### src/hub_consts.svh
// Peripheral hub constants: bus widths, device map and timer register offsets
`ifndef HUB_CONSTS_SVH
`define HUB_CONSTS_SVH

// Bus geometry
`define HUB_DATA_W      32
`define HUB_STRB_W      4

// Device map
`define HUB_TIMER_BASE  32'h8001_0000
`define HUB_TIMER_SIZE  32
`define HUB_APB_BASE    32'h8005_0000
`define HUB_APB_SIZE    65536
`define HUB_APB_ADDR_W  12

// Machine timer register offsets in bytes
`define HUB_TMR_CTRL    0
`define HUB_TMR_TIME_LO 4
`define HUB_TMR_TIME_HI 8
`define HUB_TMR_CMP_LO  12
`define HUB_TMR_CMP_HI  16

`endif

### src/hub_pkg.sv
// Shared types for the peripheral hub bus and its device decoder
`include "hub_consts.svh"

package hub_pkg;

  // ------------------------------
  // Bus payload types
  // ------------------------------

  // One bus word
  typedef logic [`HUB_DATA_W-1:0] word_t;

  // One strobe bit per byte lane
  typedef logic [`HUB_STRB_W-1:0] strobe_t;

  // ------------------------------
  // Decoder targets
  // ------------------------------

  // DEV_NONE covers every address outside the device map
  typedef enum logic [1:0] {
    DEV_NONE,
    DEV_TIMER,
    DEV_APB
  } dev_sel_t;

endpackage

### src/hub_bus_if.sv
// Request/response strobe bus between the hub decoder and one device
`timescale 1ns/1ps

interface hub_bus_if;

  // Request side, valid in the cycle of the request strobe
  hub_pkg::word_t   address;
  hub_pkg::word_t   write_data;
  hub_pkg::strobe_t write_strobe;
  logic             read_request;
  logic             write_request;

  // Response side, read data valid with the read response
  hub_pkg::word_t   read_data;
  logic             read_response;
  logic             write_response;

  modport manager (
    output address, write_data, write_strobe, read_request, write_request,
    input  read_data, read_response, write_response
  );

  modport device (
    input  address, write_data, write_strobe, read_request, write_request,
    output read_data, read_response, write_response
  );

endinterface

### src/hub_decoder.sv
// Hub address decoder: routes requests to one device and muxes the responses back
`timescale 1ns/1ps
`include "hub_consts.svh"

module hub_decoder (
  input  logic              clock,
  input  logic              reset,
  input  hub_pkg::word_t    bus_address_i,
  input  hub_pkg::word_t    bus_write_data_i,
  input  hub_pkg::strobe_t  bus_write_strobe_i,
  input  logic              bus_read_request_i,
  input  logic              bus_write_request_i,
  output hub_pkg::word_t    bus_read_data_o,
  output logic              bus_read_response_o,
  output logic              bus_write_response_o,
  hub_bus_if.manager        timer_bus,
  hub_bus_if.manager        apb_bus
);

  localparam hub_pkg::word_t TIMER_BASE = `HUB_TIMER_BASE;
  localparam hub_pkg::word_t TIMER_END  = `HUB_TIMER_BASE + `HUB_TIMER_SIZE;
  localparam hub_pkg::word_t APB_BASE   = `HUB_APB_BASE;
  localparam hub_pkg::word_t APB_END    = `HUB_APB_BASE + `HUB_APB_SIZE;

  hub_pkg::dev_sel_t dev_sel;
  logic              none_read_response;
  logic              none_write_response;

  // ------------------------------
  // Address decode
  // ------------------------------

  always_comb begin
    if (bus_address_i >= TIMER_BASE && bus_address_i < TIMER_END) begin
      dev_sel = hub_pkg::DEV_TIMER;
    end else if (bus_address_i >= APB_BASE && bus_address_i < APB_END) begin
      dev_sel = hub_pkg::DEV_APB;
    end else begin
      dev_sel = hub_pkg::DEV_NONE;
    end
  end

  // Payload goes to every device, strobes only to the selected one
  assign timer_bus.address       = bus_address_i;
  assign timer_bus.write_data    = bus_write_data_i;
  assign timer_bus.write_strobe  = bus_write_strobe_i;
  assign timer_bus.read_request  = bus_read_request_i && (dev_sel == hub_pkg::DEV_TIMER);
  assign timer_bus.write_request = bus_write_request_i && (dev_sel == hub_pkg::DEV_TIMER);

  assign apb_bus.address         = bus_address_i;
  assign apb_bus.write_data      = bus_write_data_i;
  assign apb_bus.write_strobe    = bus_write_strobe_i;
  assign apb_bus.read_request    = bus_read_request_i && (dev_sel == hub_pkg::DEV_APB);
  assign apb_bus.write_request   = bus_write_request_i && (dev_sel == hub_pkg::DEV_APB);

  // ------------------------------
  // Unmapped address responder
  // ------------------------------

  always_ff @(posedge clock or posedge reset) begin
    if (reset) begin
      none_read_response  <= 1'b0;
      none_write_response <= 1'b0;
    end else begin
      none_read_response  <= bus_read_request_i && (dev_sel == hub_pkg::DEV_NONE);
      none_write_response <= bus_write_request_i && (dev_sel == hub_pkg::DEV_NONE);
    end
  end

  // Response mux, zero data when no device answers
  always_comb begin
    if (timer_bus.read_response) begin
      bus_read_data_o = timer_bus.read_data;
    end else if (apb_bus.read_response) begin
      bus_read_data_o = apb_bus.read_data;
    end else begin
      bus_read_data_o = '0;
    end
  end

  assign bus_read_response_o  = timer_bus.read_response | apb_bus.read_response |
                                none_read_response;
  assign bus_write_response_o = timer_bus.write_response | apb_bus.write_response |
                                none_write_response;

endmodule

### src/apb_bridge.sv
// Bridge from the hub request bus to an APB target, with interrupt pending latch
`timescale 1ns/1ps
`include "hub_consts.svh"

module apb_bridge (
  input  logic                       clock,
  input  logic                       reset,
  hub_bus_if.device                  bus,
  output logic [`HUB_APB_ADDR_W-1:0] paddr_o,
  output logic                       psel_o,
  output logic                       penable_o,
  output logic                       pwrite_o,
  output hub_pkg::word_t             pwdata_o,
  input  hub_pkg::word_t             prdata_i,
  input  logic                       pready_i,
  input  logic                       apb_irq_i,
  input  logic                       irq_response_i,
  output logic                       irq_o
);

  typedef enum logic [1:0] {
    IDLE,
    SEL,
    ENABLE
  } apb_state_t;

  apb_state_t state;
  logic       request;
  logic       transfer_done;
  logic       apb_irq_prev;
  logic       irq_pending;

  assign request       = bus.read_request | bus.write_request;
  assign transfer_done = (state == ENABLE) && pready_i;

  // ------------------------------
  // APB state machine
  // ------------------------------

  always_ff @(posedge clock or posedge reset) begin
    if (reset) begin
      state <= IDLE;
    end else begin
      case (state)
        IDLE:    if (request) state <= SEL;
        SEL:     state <= ENABLE;
        ENABLE:  if (pready_i) state <= IDLE;
        default: state <= IDLE;
      endcase
    end
  end

  // Address and data held for the whole transfer
  always_ff @(posedge clock) begin
    if (state == IDLE && request) begin
      paddr_o  <= bus.address[`HUB_APB_ADDR_W-1:0];
      pwdata_o <= bus.write_data;
    end
  end

  always_ff @(posedge clock or posedge reset) begin
    if (reset) begin
      pwrite_o <= 1'b0;
    end else if (state == IDLE && request) begin
      pwrite_o <= bus.write_request;
    end
  end

  assign psel_o    = (state != IDLE);
  assign penable_o = (state == ENABLE);

  // Response on the cycle pready is seen in ENABLE
  assign bus.read_data      = prdata_i;
  assign bus.read_response  = transfer_done && !pwrite_o;
  assign bus.write_response = transfer_done && pwrite_o;

  // ------------------------------
  // Interrupt pending latch
  // ------------------------------

  always_ff @(posedge clock or posedge reset) begin
    if (reset) begin
      apb_irq_prev <= 1'b0;
      irq_pending  <= 1'b0;
    end else begin
      apb_irq_prev <= apb_irq_i;
      // A new rising edge wins over a clear in the same cycle
      if (apb_irq_i && !apb_irq_prev) begin
        irq_pending <= 1'b1;
      end else if (irq_response_i) begin
        irq_pending <= 1'b0;
      end
    end
  end

  assign irq_o = irq_pending;

endmodule

### src/machine_timer.sv
// Machine timer: 64-bit counter with compare register and level interrupt
`timescale 1ns/1ps
`include "hub_consts.svh"

module machine_timer (
  input  logic      clock,
  input  logic      reset,
  hub_bus_if.device bus,
  output logic      irq_o
);

  localparam int OFF_W = $clog2(`HUB_TIMER_SIZE);

  logic [OFF_W-1:0] offset;
  logic             enable;
  logic [63:0]      count;
  logic [63:0]      compare;
  hub_pkg::word_t   read_word;
  logic             wr_ctrl;
  logic             wr_time_lo;
  logic             wr_time_hi;
  logic             wr_cmp_lo;
  logic             wr_cmp_hi;

  // Replace only the byte lanes with a strobe set
  function automatic hub_pkg::word_t merge_bytes(input hub_pkg::word_t old_word,
                                                 input hub_pkg::word_t new_word,
                                                 input hub_pkg::strobe_t strobe);
    hub_pkg::word_t result;
    result = old_word;
    for (int i = 0; i < `HUB_STRB_W; i++) begin
      if (strobe[i]) result[8*i +: 8] = new_word[8*i +: 8];
    end
    return result;
  endfunction

  assign offset     = bus.address[OFF_W-1:0];
  assign wr_ctrl    = bus.write_request && (offset == OFF_W'(`HUB_TMR_CTRL));
  assign wr_time_lo = bus.write_request && (offset == OFF_W'(`HUB_TMR_TIME_LO));
  assign wr_time_hi = bus.write_request && (offset == OFF_W'(`HUB_TMR_TIME_HI));
  assign wr_cmp_lo  = bus.write_request && (offset == OFF_W'(`HUB_TMR_CMP_LO));
  assign wr_cmp_hi  = bus.write_request && (offset == OFF_W'(`HUB_TMR_CMP_HI));

  // ------------------------------
  // Registers and counter
  // ------------------------------

  always_ff @(posedge clock or posedge reset) begin
    if (reset) begin
      enable  <= 1'b0;
      count   <= '0;
      compare <= '1;
    end else begin
      if (wr_ctrl && bus.write_strobe[0]) enable <= bus.write_data[0];
      // A software write to the count takes priority over the increment
      if (wr_time_lo || wr_time_hi) begin
        if (wr_time_lo) count[31:0]  <= merge_bytes(count[31:0], bus.write_data,
                                                     bus.write_strobe);
        if (wr_time_hi) count[63:32] <= merge_bytes(count[63:32], bus.write_data,
                                                    bus.write_strobe);
      end else if (enable) begin
        count <= count + 64'd1;
      end
      if (wr_cmp_lo) compare[31:0]  <= merge_bytes(compare[31:0], bus.write_data,
                                                   bus.write_strobe);
      if (wr_cmp_hi) compare[63:32] <= merge_bytes(compare[63:32], bus.write_data,
                                                   bus.write_strobe);
    end
  end

  // ------------------------------
  // Read path, one cycle latency
  // ------------------------------

  always_comb begin
    case (offset)
      OFF_W'(`HUB_TMR_CTRL):    read_word = hub_pkg::word_t'(enable);
      OFF_W'(`HUB_TMR_TIME_LO): read_word = count[31:0];
      OFF_W'(`HUB_TMR_TIME_HI): read_word = count[63:32];
      OFF_W'(`HUB_TMR_CMP_LO):  read_word = compare[31:0];
      OFF_W'(`HUB_TMR_CMP_HI):  read_word = compare[63:32];
      default:                  read_word = '0;
    endcase
  end

  always_ff @(posedge clock) begin
    if (bus.read_request) bus.read_data <= read_word;
  end

  always_ff @(posedge clock or posedge reset) begin
    if (reset) begin
      bus.read_response  <= 1'b0;
      bus.write_response <= 1'b0;
    end else begin
      bus.read_response  <= bus.read_request;
      bus.write_response <= bus.write_request;
    end
  end

  assign irq_o = enable && (count >= compare);

endmodule

### src/periph_hub.sv
// Peripheral hub top: address decoder, machine timer and APB bridge
`timescale 1ns/1ps
`include "hub_consts.svh"

module periph_hub (
  input  logic                       clock,
  input  logic                       reset,

  // Manager request/response bus
  input  hub_pkg::word_t             bus_address_i,
  input  hub_pkg::word_t             bus_write_data_i,
  input  hub_pkg::strobe_t           bus_write_strobe_i,
  input  logic                       bus_read_request_i,
  input  logic                       bus_write_request_i,
  output hub_pkg::word_t             bus_read_data_o,
  output logic                       bus_read_response_o,
  output logic                       bus_write_response_o,

  // APB manager port
  output logic [`HUB_APB_ADDR_W-1:0] paddr_o,
  output logic                       psel_o,
  output logic                       penable_o,
  output logic                       pwrite_o,
  output hub_pkg::word_t             pwdata_o,
  input  hub_pkg::word_t             prdata_i,
  input  logic                       pready_i,

  // Interrupts
  input  logic                       apb_irq_i,
  input  logic                       irq_apb_response_i,
  output logic                       irq_apb_o,
  output logic                       irq_timer_o
);

  hub_bus_if timer_bus ();
  hub_bus_if apb_bus ();

  hub_decoder u_decoder (
    .clock                (clock),
    .reset                (reset),
    .bus_address_i        (bus_address_i),
    .bus_write_data_i     (bus_write_data_i),
    .bus_write_strobe_i   (bus_write_strobe_i),
    .bus_read_request_i   (bus_read_request_i),
    .bus_write_request_i  (bus_write_request_i),
    .bus_read_data_o      (bus_read_data_o),
    .bus_read_response_o  (bus_read_response_o),
    .bus_write_response_o (bus_write_response_o),
    .timer_bus            (timer_bus.manager),
    .apb_bus              (apb_bus.manager)
  );

  machine_timer u_timer (
    .clock (clock),
    .reset (reset),
    .bus   (timer_bus.device),
    .irq_o (irq_timer_o)
  );

  apb_bridge u_bridge (
    .clock          (clock),
    .reset          (reset),
    .bus            (apb_bus.device),
    .paddr_o        (paddr_o),
    .psel_o         (psel_o),
    .penable_o      (penable_o),
    .pwrite_o       (pwrite_o),
    .pwdata_o       (pwdata_o),
    .prdata_i       (prdata_i),
    .pready_i       (pready_i),
    .apb_irq_i      (apb_irq_i),
    .irq_response_i (irq_apb_response_i),
    .irq_o          (irq_apb_o)
  );

endmodule

### config.mk
export PLATFORM = sky130hd
export DESIGN_NAME = periph_hub
export DESIGN_NICKNAME = d
export VERILOG_FILES = /design/src/hub_pkg.sv /design/src/hub_bus_if.sv /design/src/hub_decoder.sv /design/src/apb_bridge.sv /design/src/machine_timer.sv /design/src/periph_hub.sv
export VERILOG_INCLUDE_DIRS = /design/src /design/src/src
export SDC_FILE = /design/constraint.sdc
export NUM_CORES = 1
export LEC_CHECK = 0
export ABC_AREA = 0
export BUFFER_PORTS_ARGS = -buffer_cell sky130_fd_sc_hd__buf_4
export CORE_ASPECT_RATIO = 0.7
export CORE_MARGIN = 2
export CORE_UTILIZATION = 30
export DETAILED_ROUTE_END_ITERATION = 8
export PLACE_DENSITY = 0.45
export SYNTH_ARGS = -nofsm -noshare
export SYNTH_HDL_FRONTEND = slang
export SYNTH_HIERARCHICAL = 1
export SYNTH_SLANG_ARGS = --single-unit
### constraint.sdc
create_clock -name clock -period 12.5 [get_ports clock]
set_input_delay 1.875 -clock clock [delete_from_list [all_inputs] [get_ports clock]]
set_output_delay 1.875 -clock clock [all_outputs]
set_load 0.05 [all_outputs]
==> results of run 1 <==
[worst paths after layout]
check | startpoint | endpoint | slack, ps | cells past startpoint
min | u_bridge/apb_irq_prev | u_bridge/irq_o | 440 | 1
min reg2reg | u_bridge/apb_irq_prev | u_bridge/irq_o | 440 | 1
max in group asynchronous | reset | u_timer/compare[2] | 9400 | 4
min in group asynchronous | reset | u_decoder/none_write_response | 1210 | 2
max reg2reg | u_timer/count[1] | u_timer/count[60] | 9570 | 7
max | u_timer/compare[13] | irq_timer_o | 7180 | 8
[stage by stage]
step | util, % | hold slack [ps] | setup WS (ps) | instances | total power, uW
6_report | 35.4 | 440 | 7180 | 1971 | 1580
5_1_grt | 35.4 | 455 | 7140 | 1971 | 1650
4_1_cts | 35.4 | 446 | 7200 | 1971 | 1610
3_5_place_dp | 33.4 | 437 | 7260 | 1923 | 806
3_3_place_gp | 33.4 | 424 | 7310 | 1923 | 806
2_1_floorplan | - | 410 | 7230 | 1313 | 787
[area by class of cell]
class | instances | area, sq um
repair buffers | 204 | 1530
clock buffers | 31 | 721
well taps | 585 | 732
fillers | 4340 | 27500
multi-input cells | 837 | 5830
inverters | 83 | 314
flip-flops and latches | 214 | 5820
clock inverters | 17 | 161
[per-layer routing]
metal | part of all wire, % | track usage (%)
met1 | 53 | 30.8
met2 | 38 | 24.5
met3 | 7.6 | 3.79
met4 | 1.5 | 3.50
met5 | 0 | 0
[power by group through the flow]
stage	clock (uW)	sequential [uW]	combinational, uW
finish	792	728	64.1
floorplan	0	741	45.1
CTS	819	727	65.9
global route	848	727	70.2
detailed placement	0	740	65.6
global placement	0	740	65.1
[sequential cells by signal, indices dropped and copies added, names as in the netlist]
name / cells
u_bridge/state: 2
u_timer/bus.read_data: 32
u_timer/bus.read_response: 1
u_bridge/pwrite_o: 1
u_bridge/paddr_o: 12
u_bridge/irq_o: 1
u_bridge/pwdata_o: 32
u_timer/enable: 1
u_bridge/apb_irq_prev: 1
u_timer/bus.write_response: 1
u_timer/compare: 64
u_decoder/none_write_response: 1
u_decoder/none_read_response: 1
u_timer/count: 64
==> run metrics, run 1 <==
commonest cells after routing, fill and taps aside=buf_4, nand2_1, a21oi_1; unrepaired setup endpoints after global routing=no; Clk Latency, worst-skew pair=560 ps; Setup crit end kind=output pin; worst hold path type=reg -> reg; PD cells=105 mW/mm^2; H-tree levels=1; vias in the first global route=9848; worst slew pin tran=1260 ps; Yosys warning count=6; IO buf count=189; Critical-path top delay cell=a2111oi_0; DRC=0; Initial DRC Count=1209; Bufs on Longest Clock Path=3; vias per cell=5.33; worst endpoint required time=10620 ps; final WL=42500 um; CTS resizes=0; CTS root buffer=clkbuf_16; post-layout instance area=0.0151 sq mm; initial antenna violation count=1; CTS Buf Count=26; CTS tree=built; I/O pins=190; CP delay by family, top=compound AO/OA/AOI/OAI gates; Sum Neg Setup Slack=0 ps; cell area after synthesis=0.0131 sq mm; Crit Path Class=reg -> out; Post-CTS Repair Setup Buffers=0; sw frac=22.7%; Comb power frac=4.0%; CP Cell Sequence=inv_1 -> ha_1 -> nand4_1 -> a2111oi_0 -> or4_1 -> a21oi_1 -> o21ai_0 -> buf_4; hold_buf cts=0; dpl cell area=0.0142 sq mm; Startpoint Class=flip-flop; num rows=63; worst endpoint data arrival time=3450 ps; core area=0.0426 sq mm; skew final=17.7 ps; Crit path buffers/inverters=2; die height=179 um; gpl congestion=0.841; Seq pwr share=45.9%; routed vias=10501; maximum clock rate=188 MHz; commonest non-fill, non-tap cell in the layout=buf_4; leakage=0.00610 uW; status=completed; wire length of the first global-routing pass=64000 um; max-cap check violation count=0; Net Count, Synth=1485; share of cells above drive strength 1=29.5%; clock power share=50.0%; sw power=359 uW; Post-Syn Instances=1313; total grt overflow=0; Syn Area/Cell=9.95 sq um; fin nets=1538; fin crit share=42.6%; fin. max-slew vios=0; Routed Antenna Nets=0; Layout area overhead=15.6%; crit-path max cell delay=760 ps; relative slew slack=15.4%; Hold Vio Cnt, Final=0; die width=253 um; clock transition at the registers of the reported paths=60 ps; largest net degree at the start of global routing=99; total track usage=18.8%; DR WL/cell=21.6 um; Initial Util=30.6%; Pint=1220 uW; endpoints failing setup=0; min cycle time layout=5320 ps; VDD IR max=0.0000868 V; Critical Path Fanout Max=3; die area=0.0453 sq mm; # diodes=0; dpl hpwl=30500 um; CTS sink cnt=214; DRT Pass-1 Iters=8
Power figures use the tool's default switching activity.
==> run 2: changes to the inputs <==
--- a/config.mk
+++ b/config.mk
@@ -6,7 +6,7 @@
 export SDC_FILE = /design/constraint.sdc
 export NUM_CORES = 1
 export LEC_CHECK = 0
-export ABC_AREA = 0
+export ABC_AREA = 1
 export BUFFER_PORTS_ARGS = -buffer_cell sky130_fd_sc_hd__buf_4
 export CORE_ASPECT_RATIO = 0.7
 export CORE_MARGIN = 2
==> constraint.sdc (replaced) <==
create_clock -name clock -period 5.4 [get_ports clock]
set_input_delay 0.81 -clock clock [delete_from_list [all_inputs] [get_ports clock]]
set_output_delay 0.81 -clock clock [all_outputs]
set_load 0.05 [all_outputs]
==> run 2 against run 1 <==
Die area increased by 9.0%. Sequential share of layout area fell by 2.7 points. Global-route usage grew 1.7 points. First-iteration DRC count fell by 12%. Clock power up 120%. Combinational power rose by 120%. Sequential cell count unchanged. Sequential power is 130% higher. Critical path type unchanged. Largest power group unchanged. Highest routed layer is now met5.
==> run metrics, run 2 <==
fin crit share=72.8%; total grt overflow=0 (unchanged); num rows=66 (+4.8%); routed vias=12571 (+20%); worst endpoint data arrival time=3120 ps (-330 ps); cell area after synthesis=0.0143 sq mm (+9.1%); Startpoint Class=flip-flop; VDD IR max=0.000198 V (+130%); Yosys warning count=6 (unchanged); # diodes=0 (unchanged); status=completed; Hold Vio Cnt, Final=0 (unchanged); Setup crit end kind=output pin; vias in the first global route=12203 (+24%); DRT Pass-1 Iters=5 (-3); grt met2 use=29.0% (+4.5 points); DR WL/cell=19.4 um (-10%); I/O pins=190 (unchanged); commonest cells after routing, fill and taps aside=nand2_1, inv_1, nor2_1; min cycle time layout=3930 ps; final WL=50900 um (+20%); dpl hpwl=39600 um (+30%); clock transition at the registers of the reported paths=60 ps (about the same); sw power=828 uW (+130%); IO buf count=189 (unchanged); R2R depth=12 (+5); Seq pwr share=47.2% (+1.3 points); worst slew pin tran=1190 ps (-72.8 ps); fin. max-slew vios=0 (unchanged); DRC=0 (unchanged); initial antenna violation count=2 (+1); RR Endpoint=u_timer/count[44]; wire length of the first global-routing pass=76600 um (+20%); largest registers=u_timer/compare: 64 flops, u_timer/count: 64 flops; Post-CTS Repair Setup Buffers=0 (unchanged); maximum clock rate=254 MHz; skew final=15.1 ps (-2.62 ps); die area=0.0493 sq mm (+9.0%); Bufs on Longest Clock Path=3 (unchanged); vias per cell=4.79 (-10%); Pint=2740 uW (+120%); Critical Path Fanout Max=3 (unchanged); RR Startpoint=u_timer/count[0]; relative slew slack=19.8% (+4.4 points); worst endpoint required time=4590 ps (-6030 ps); die height=186 um (+4.4%); Clk Latency, worst-skew pair=560 ps (about the same); setup ws final=1470 ps (-5710 ps); Initial Util=30.6% (-0.077 points); DP Worst Slack=1860 ps (-5400 ps); die width=265 um (+4.4%); clock power share=48.9% (-1.1 points); Filler cells=4968 (+14%); H-tree levels=1 (unchanged); hold_buf cts=0 (unchanged); core area=0.0467 sq mm (+9.4%); M1 GR Usage=31.3% (+0.54 points); gr busiest metal=met1; Crit Path Class=reg -> out; sw frac=23.2% (+0.49 points); post-layout instance area=0.0163 sq mm (+7.6%); Syn Area/Cell=7.37 sq um (-26%); PD cells=220 mW/mm^2 (+110%); Post-Syn Instances=1934 (+47%); gpl congestion=0.972 (+16%); leakage=0.00709 uW (+16%); Routed Antenna Nets=0 (unchanged); CTS root buffer=clkbuf_16; Comb power frac=4.0% (about the same); share of cells above drive strength 1=17.1% (-12 points); Initial DRC Count=1063 (-12%); largest net degree at the start of global routing=67 (-32%); Sum Neg Setup Slack=0 ps (unchanged); total track usage=20.5% (+1.7 points); CTS resizes=0 (unchanged); endpoints failing setup=0 (unchanged); dpl cell area=0.0154 sq mm (+8.5%); Net Count, Synth=2106 (+42%); commonest non-fill, non-tap cell in the layout=nand2_1; CTS Buf Count=25 (-3.8%); CTS sink cnt=214 (unchanged); Layout area overhead=14.0%; GR Util met3=4.79% (+1.0 points); max-cap check violation count=0 (unchanged); CTS tree=built; r2r setup slk=2430 ps (-7140 ps); worst hold path type=in -> async; fin nets=2165 (+41%); unrepaired setup endpoints after global routing=no
run 2: cell type report:
cell class              count  area [sq um]  share of cell area (%)
repair buffers            199          1510                    9.26
inverters                 251           945                    5.81
clock buffers              35           693                    4.26
clock inverters            11           128                   0.785
well taps                 612           766                    4.71
multi-input cells        1302          6410                    39.4
flip-flops and latches    214          5820                    35.8
run 2: how the worst max path moves through the flow:
stage	endpoint	slack, ps	start	cells after the start
after global placement	u_timer/compare[24]	1920	bus_address_i[4]	6
after detailed placement	u_timer/compare[21]	1860	bus_address_i[4]	6
after floorplan	u_timer/bus.read_response	1200	reset	1
final	irq_timer_o	1470	u_timer/compare[7]	11
after CTS	irq_timer_o	1480	u_timer/compare[31]	13
after global routing	irq_timer_o	1400	u_timer/compare[31]	13
run 2: through the flow:
stage / hold WS (ps) / std cells / util, % / total power (uW)
2_1_floorplan: 419 / 1934 / - / 1820
3_3_place_gp: 426 / 2578 / 33.1 / 1860
3_5_place_dp: 478 / 2578 / 33.1 / 1860
4_1_cts: 103 / 2624 / 34.9 / 3640
5_1_grt: 113 / 2624 / 34.9 / 3710
6_report: 126 / 2624 / 34.9 / 3570
run 2: power by group through the flow:
stage	clock (uW)	sequential, uW	combinational (uW)
finish	1750	1680	142
global route	1870	1680	158
CTS	1810	1680	147
detailed placement	0	1710	146
global placement	0	1710	145
floorplan	0	1720	105
run 2: per-layer routing:
layer	up-vias	routed length (um)
li1	6200	-
met1	5961	25800
met2	349	20300
met3	59	3680
met4	2	906
met5	-	163
run 2: critical path, stage by stage, from the launching register on:
cell and delay [ps]:
dfstp_2 510, inv_1 60, ha_1 290, nand2_1 70, o21ai_0 730, nand2_1 120, nand3_1 130, nand2_1 60
nand2_1 80, nand2_1 60, a21oi_1 200, buf_4 240
